### src/include/edge_write_consts.svh
// Sizes for the edge-data write path; buffer depth must stay a power of two
`ifndef EDGE_WRITE_CONSTS_SVH
`define EDGE_WRITE_CONSTS_SVH

////////////////////////////////////////////////////////////
// Line and word geometry
////////////////////////////////////////////////////////////

// Cache line in bytes
`define EW_LINE_BYTES 64
// Result word in bytes
`define EW_WORD_BYTES 4
// Words per cache line
`define EW_SLOTS 16

////////////////////////////////////////////////////////////
// Field widths
////////////////////////////////////////////////////////////

`define EW_ADDR_W 48
`define EW_INDEX_W 32
`define EW_CU_ID_W 8
`define EW_CONFIG_W 32
// Ordering field sits at config bits 17 down to 15
`define EW_ABT_LSB 15
`define EW_ABT_W 3

// Write line queue entries
`define EW_BUFFER_DEPTH 8

`endif

### src/design/edge_write_pkg.sv
// Types and helpers for the edge-data write path; one fixed configuration, no parameters
package edge_write_pkg;

	`include "edge_write_consts.svh"

	////////////////////////////////////////////////////////////
	// Vector types
	////////////////////////////////////////////////////////////

	// Byte address into the output array
	typedef logic [`EW_ADDR_W-1:0] addr_t;
	// Vertex index reported by the compute unit
	typedef logic [`EW_INDEX_W-1:0] index_t;
	// One result word
	typedef logic [`EW_WORD_BYTES*8-1:0] word_t;
	// Full cache line of data
	typedef logic [`EW_LINE_BYTES*8-1:0] line_t;
	// One enable per byte of the line
	typedef logic [`EW_LINE_BYTES-1:0] byte_en_t;
	// Word position inside the line
	typedef logic [$clog2(`EW_SLOTS)-1:0] slot_t;
	typedef logic [`EW_CU_ID_W-1:0] cu_id_t;
	typedef logic [`EW_CONFIG_W-1:0] config_t;

	// Translation ordering modes
	typedef enum logic [`EW_ABT_W-1:0] {
		STRICT = 3'd0,
		ABORT  = 3'd1,
		PAGE   = 3'd2,
		PREF   = 3'd3,
		SPEC   = 3'd4
	} abt_t;

	////////////////////////////////////////////////////////////
	// Helpers
	////////////////////////////////////////////////////////////

	// Reserved codes 5 to 7 fall back to strict ordering
	function automatic abt_t map_abt(input logic [`EW_ABT_W-1:0] field);
		case (field)
			3'd1: return ABORT;
			3'd2: return PAGE;
			3'd3: return PREF;
			3'd4: return SPEC;
			default: return STRICT;
		endcase
	endfunction

	// Byte order reversal, host to memory endianness
	function automatic word_t swap_bytes(input word_t w);
		word_t r;
		for (int i = 0; i < `EW_WORD_BYTES; i++) begin
			r[i*8 +: 8] = w[(`EW_WORD_BYTES-1-i)*8 +: 8];
		end
		return r;
	endfunction

endpackage

### src/design/write_line_if.sv
// One finished write line per valid strobe; no acknowledge, fields valid only with the strobe
`timescale 1ns/10ps

interface write_line_if import edge_write_pkg::*; ();

	// Single-cycle strobe per line
	logic     valid;
	addr_t    address;
	cu_id_t   cu_id;
	abt_t     abt;
	slot_t    slot;
	line_t    data;
	byte_en_t byte_enable;

	// Control block side
	modport source (
		output valid, address, cu_id, abt, slot, data, byte_enable
	);

	// Queue side
	modport sink (
		input valid, address, cu_id, abt, slot, data, byte_enable
	);

endinterface

### src/design/edge_data_write_control.sv
// Builds one line per enabled write strobe, two cycles later; requests while disabled are dropped
`timescale 1ns/10ps
`include "edge_write_consts.svh"

module edge_data_write_control import edge_write_pkg::*; (
	input  logic   clock,
	input  logic   rstn,
	input  logic   enabled_in,
	input  config_t cu_configure,
	input  addr_t  wed_base,
	input  logic   write_valid,
	input  index_t write_index,
	input  word_t  write_data,
	input  cu_id_t write_cu_id,
	write_line_if.source line_out
);

	logic    enabled;
	addr_t   base_q;
	config_t config_q;

	// Combinational line fields from the current request
	slot_t    slot_c;
	addr_t    address_c;
	line_t    data_c;
	byte_en_t byte_en_c;
	abt_t     abt_c;

	// Build stage
	logic     build_valid;
	addr_t    build_address;
	cu_id_t   build_cu_id;
	abt_t     build_abt;
	slot_t    build_slot;
	line_t    build_data;
	byte_en_t build_byte_en;

	////////////////////////////////////////////////////////////
	// Enable and captured settings
	////////////////////////////////////////////////////////////

	always_ff @(posedge clock or negedge rstn) begin
		if (!rstn) begin
			enabled  <= 1'b0;
			base_q   <= '0;
			config_q <= '0;
		end else begin
			// One cycle delay on the enable
			enabled <= enabled_in;
			if (enabled) begin
				base_q <= wed_base;
				// Zero config word means keep the old one
				if (|cu_configure)
					config_q <= cu_configure;
			end
		end
	end

	////////////////////////////////////////////////////////////
	// Line field computation
	////////////////////////////////////////////////////////////

	always_comb begin
		// Low index bits pick the word in the line
		slot_c    = write_index[$bits(slot_t)-1:0];
		address_c = base_q + (addr_t'(write_index) << $clog2(`EW_WORD_BYTES));
		// Swapped word placed in its slot, rest of line zero
		data_c    = line_t'(swap_bytes(write_data)) << (slot_c * `EW_WORD_BYTES * 8);
		byte_en_c = byte_en_t'({`EW_WORD_BYTES{1'b1}}) << (slot_c * `EW_WORD_BYTES);
		abt_c     = map_abt(config_q[`EW_ABT_LSB +: `EW_ABT_W]);
	end

	// Stage one, zero unless an enabled request is present
	always_ff @(posedge clock or negedge rstn) begin
		if (!rstn) begin
			build_valid   <= 1'b0;
			build_address <= '0;
			build_cu_id   <= '0;
			build_abt     <= STRICT;
			build_slot    <= '0;
			build_data    <= '0;
			build_byte_en <= '0;
		end else if (write_valid && enabled) begin
			build_valid   <= 1'b1;
			build_address <= address_c;
			build_cu_id   <= write_cu_id;
			build_abt     <= abt_c;
			build_slot    <= slot_c;
			build_data    <= data_c;
			build_byte_en <= byte_en_c;
		end else begin
			build_valid   <= 1'b0;
			build_address <= '0;
			build_cu_id   <= '0;
			build_abt     <= STRICT;
			build_slot    <= '0;
			build_data    <= '0;
			build_byte_en <= '0;
		end
	end

	////////////////////////////////////////////////////////////
	// Output stage
	////////////////////////////////////////////////////////////

	always_ff @(posedge clock or negedge rstn) begin
		if (!rstn) begin
			line_out.valid       <= 1'b0;
			line_out.address     <= '0;
			line_out.cu_id       <= '0;
			line_out.abt         <= STRICT;
			line_out.slot        <= '0;
			line_out.data        <= '0;
			line_out.byte_enable <= '0;
		end else if (build_valid && enabled) begin
			line_out.valid       <= 1'b1;
			line_out.address     <= build_address;
			line_out.cu_id       <= build_cu_id;
			line_out.abt         <= build_abt;
			line_out.slot        <= build_slot;
			line_out.data        <= build_data;
			line_out.byte_enable <= build_byte_en;
		end else begin
			// Strobe drops after one cycle
			line_out.valid       <= 1'b0;
			line_out.address     <= '0;
			line_out.cu_id       <= '0;
			line_out.abt         <= STRICT;
			line_out.slot        <= '0;
			line_out.data        <= '0;
			line_out.byte_enable <= '0;
		end
	end

endmodule

### src/flat_wrapper.sv
// flat-port wrapper written by rule: the top's interface ports become plain ports
module edge_data_write_control_flat import edge_write_pkg::*;
  (clock, rstn, enabled_in, cu_configure, wed_base, write_valid, write_index, write_data, write_cu_id, line_out_valid, line_out_address, line_out_cu_id, line_out_abt, line_out_slot, line_out_data, line_out_byte_enable);
  write_line_if line_out_i ();
  input  logic clock;
  input  logic rstn;
  input  logic enabled_in;
  input  config_t cu_configure;
  input  addr_t wed_base;
  input  logic write_valid;
  input  index_t write_index;
  input  word_t write_data;
  input  cu_id_t write_cu_id;
  output wire logic [$bits(line_out_i.valid)-1:0] line_out_valid;
  output wire logic [$bits(line_out_i.address)-1:0] line_out_address;
  output wire logic [$bits(line_out_i.cu_id)-1:0] line_out_cu_id;
  output wire logic [$bits(line_out_i.abt)-1:0] line_out_abt;
  output wire logic [$bits(line_out_i.slot)-1:0] line_out_slot;
  output wire logic [$bits(line_out_i.data)-1:0] line_out_data;
  output wire logic [$bits(line_out_i.byte_enable)-1:0] line_out_byte_enable;
  assign line_out_valid = line_out_i.valid;
  assign line_out_address = line_out_i.address;
  assign line_out_cu_id = line_out_i.cu_id;
  assign line_out_abt = line_out_i.abt;
  assign line_out_slot = line_out_i.slot;
  assign line_out_data = line_out_i.data;
  assign line_out_byte_enable = line_out_i.byte_enable;
  edge_data_write_control u_core (.clock(clock), .rstn(rstn), .enabled_in(enabled_in), .cu_configure(cu_configure), .wed_base(wed_base), .write_valid(write_valid), .write_index(write_index), .write_data(write_data), .write_cu_id(write_cu_id), .line_out(line_out_i));
endmodule
### config.mk
export PLATFORM = sky130hd
export DESIGN_NAME = edge_data_write_control_flat
export DESIGN_NICKNAME = d
export VERILOG_FILES = /design/src/design/edge_write_pkg.sv /design/src/design/write_line_if.sv /design/src/design/edge_data_write_control.sv /design/src/flat_wrapper.sv
export VERILOG_INCLUDE_DIRS = /design/src /design/src/include
export SDC_FILE = /design/constraint.sdc
export NUM_CORES = 1
export LEC_CHECK = 0
export BUFFER_PORTS_ARGS = -buffer_cell sky130_fd_sc_hd__buf_2
export CAP_MARGIN = 25
export CORE_MARGIN = 5
export CORE_UTILIZATION = 30
export CTS_CLUSTER_DIAMETER = 40
export DETAILED_ROUTE_END_ITERATION = 10
export GPL_TIMING_DRIVEN = 1
export PLACE_DENSITY = 0.55
export SETUP_SLACK_MARGIN = 0.15
export SYNTH_ARGS = -nofsm -noshare
export SYNTH_HDL_FRONTEND = slang
export SYNTH_SLANG_ARGS = --single-unit
### constraint.sdc
create_clock -name clock -period 8.1 [get_ports clock]
set_clock_uncertainty 0.2 [all_clocks]
set_input_delay 0.405 -clock clock [delete_from_list [all_inputs] [get_ports clock]]
set_output_delay 0.405 -clock clock [all_outputs]
set_load 0.01 [all_outputs]
==> summary.txt <==
Final nets -> 4087
Routed Antenna Nets -> 0
Synth top area share -> 0.733
Most frequent cell after synthesis -> dfrtp_1
Routed WL -> 132 mm
GRT overflow -> 0
Full die area -> 148000 sq um
Yosys Warn Count -> 0
Cell Pwr Density -> 267 nW/um^2
Vias -> 25974
Die X -> 385 um
Reg-to-Reg Start -> u_core.base_q[6]
Rows -> 137
Final Cycle Share -> 0.477
Critical Path Fanout Max -> 13
FF+latch count, synth -> 1236
DR iter-0 viols -> 1684
Post-Synthesis Cells -> 3059
Setup TNS -> 0 ps
Top cell by count, worst path -> dlygate4sd3_1
FFs w/ async S/R, synth -> 1.00
Root buf cell -> clkbuf_16
CP bufs+invs -> 4
First-pass DRT Iterations -> 4
First-pass GRT wire length -> 190 mm
Multi-input logic area -> 10000 sq um
Crit path time final -> 3870 ps
CP required -> 8530 ps
RePlAce Congestion -> 0.809
Final hold vios -> 0
WP data arrival -> 4300 ps
Hpwl dp -> 84.1 mm
Number of synthesized flops with an enable pin -> 0
Initial antenna violation count -> 15
Largest net degree at the start of global routing -> 247
CTS tree -> done
Leakage power -> 31.5 nW
Ys flop type -> dfrtp_1
Max-slew headroom -> 0.285
Syn_nets -> 3248
Startpoint Class -> primary input
Endpoints failing setup -> 0
Vias per cell -> 4.38
RSZ-0062 raised after global routing -> no
CP peak stage delay -> 570 ps
Mapped cell area -> 42200 sq um
CTS HTree Levels -> 4
Worst IR Drop VDD -> 173 uV
CORE AREA -> 140000 sq um
Syn Area/Cell -> 13.8 sq um
Setup crit end kind -> flop
Family with the most delay on the worst path -> buffers and inverters
Post-synth cell types -> 61
Layout cells sized above 1 -> 0.303
Status -> finished, final reports clean
Crit-path cells -> dlygate4sd3_1, buf_2, ha_1, inv_1, fa_1, and2b_1, o2111ai_1, a31o_1, o31a_4, o21ai_0, a21o_1, a21oi_1, mux2i_1, dlygate4sd3_1
HP Class -> in -> async
Final slew viol count -> 0
Clock slew at reported path FFs -> 60 ps
Tot GR Track Use -> 0.176
Initial core utilization -> 0.302
DR WL/cell -> 22.3 um
Post-CTS Setup Inserts -> 0
FF+latch area -> 30900 sq um
Crit-path slowest cell -> dlygate4sd3_1
Post-CTS Hold Buffers -> 115
Syn-to-layout area delta -> 30.7%
RR Endpoint -> u_core.build_address[33]
Synth top area cells -> dfrtp_1 (73%), and3_1 (9.1%), and2_1 (7.6%), clkbuf_1 (2.1%), mux2_2 (1.3%)
Post-CTS sizing -> 0
DRC Markers -> 0
Worst-case reg-to-reg path depth -> 10
Area leader, netlist -> dfrtp_1
Fill cells -> 12995
Sink Count -> 1236
PortBufs -> 795
Synth top cells by count -> dfrtp_1 (1236), and3_1 (613), and2_1 (514), clkbuf_1 (234), mux2_2 (50)
Seq/Total Area, Yosys -> 0.733
Kind of critical path -> in -> reg
Max-cap violation count -> 0
Clock Latency Late Sink -> 770 ps
Worst slew pin tran -> 1070 ps
Clock Path Buffers -> 3
F_max -> 0.259 GHz
Flop2flop setup slack -> 4320 ps
Layout Utilization -> 0.395
Num CTS Buffers -> 171
Die height -> 385 um
Vias in the first global route -> 26970
Boundary Pins -> 796
## cell type report
type / count / area share
clock buffer: 211 / 0.0851
timing repair buffer: 952 / 0.102
clock inverter: 109 / 0.0257
multi-input combinational: 1521 / 0.182
sequential: 1236 / 0.561
antenna: 13 / 0.000590
inverter: 16 / 0.00109
tap: 1876 / 0.0426
## through the flow
| stage | std cells | hold WS, ps | worst slack (ps) | power (mW) | area (sq um) |
|---|---|---|---|---|---|
| final | 5934 | 18.8 | 4230 | 14.7 | 55100 |
| after global routing | 5923 | 8.79 | 4110 | 15.3 | 55100 |
| after CTS | 5916 | 1.47 | 4310 | 14.9 | 55000 |
| after detailed placement | 5481 | 256 | 4430 | 7.10 | 47700 |
| after global placement | 5481 | 253 | 4490 | 7.10 | 47700 |
| after floorplan | 3059 | -90.6 | 5120 | 6.71 | 42200 |
## power by group
part	total [mW]	switching [mW]	internal, mW
logic	0.730	0.500	0.231
clock network	7.72	2.96	4.76
registers	6.29	0.0441	6.25
## state kept, by name (all words and copies together), names as in the netlist
register,count
u_core.build_byte_en,16
u_core.build_slot,4
u_core.line_out.slot,4
u_core.line_out.byte_enable,16
u_core.config_q,3
u_core.build_address,48
u_core.base_q,48
u_core.line_out.cu_id,8
u_core.line_out.valid,1
u_core.build_data,512
u_core.line_out.data,512
u_core.build_cu_id,8
u_core.line_out.address,48
u_core.line_out.abt,3
u_core.build_valid,1
u_core.build_abt,3
u_core.enabled,1
## routing by layer
layer | part of all wire | wire, um | global-route usage
met1 | 0.39 | 51400 | 0.208
met2 | 0.51 | 67900 | 0.308
met3 | 0.068 | 8990 | 0.0495
met4 | 0.031 | 4040 | 0.0596
met5 | 0.000053 | 7 | 0
## worst max path at each step
| stage | cells after the start | to | start | slack, ps |
|---|---|---|---|---|
| 2_1_floorplan | 11 | u_core.build_address[32] | write_index[0] | 5120 |
| 3_3_place_gp | 12 | u_core.build_address[44] | write_index[0] | 4490 |
| 3_5_place_dp | 12 | u_core.build_address[42] | write_index[0] | 4430 |
| 4_1_cts | 14 | u_core.build_address[20] | write_index[0] | 4310 |
| 5_1_grt | 14 | u_core.build_address[20] | write_index[0] | 4110 |
| 6_report | 14 | u_core.build_address[20] | write_index[0] | 4230 |
## cells in the final DEF, fill, tap and decap left out, types with 4 or more instances in the layout
master         instances
buf_2                794
dlygate4sd3_1        116
nand2b_1              14
nand3_1                9
bufinv_16             17
mux2i_1                9
and2_1               514
buf_4                 30
inv_8                  7
xor2_1                10
clkinv_8               7
ha_1                  32
o21ai_0               23
a21oi_1               34
buf_12                10
clkinvlp_4            12
diode_2               13
a21o_1                17
and3_1               613
clkbuf_1              16
dfrtp_1             1234
inv_6                 21
nor3_2                 6
clkinv_4               9
o21a_1                 5
clkinv_2              28
nand4_1               10
xnor2_1               17
a31oi_1                4
nand2_1               36
and4_1                 4
clkbuf_8              22
nor2_1                40
nor4_1                 8
clkbuf_16            173
clkinv_16              6
nor3_1                 8
mux2_2                50
inv_1                 16
## cells by family (layout without fill, tap and decap cells)
kind of cell	Yosys count	after routing	synth area share
AND/OR/NAND/NOR	1290	1290	0.186
flip-flops	1236	1236	0.733
buffers and inverters	302	1288	0.0312
AO/OA/AOI/OAI	112	112	0.0185
multiplexers	59	59	0.0155
adder cells (fa/ha/maj)	33	33	0.00996
XOR/XNOR	27	27	0.00560
other	0	13	0
Note: power is estimated with default switching activity, not from simulation.
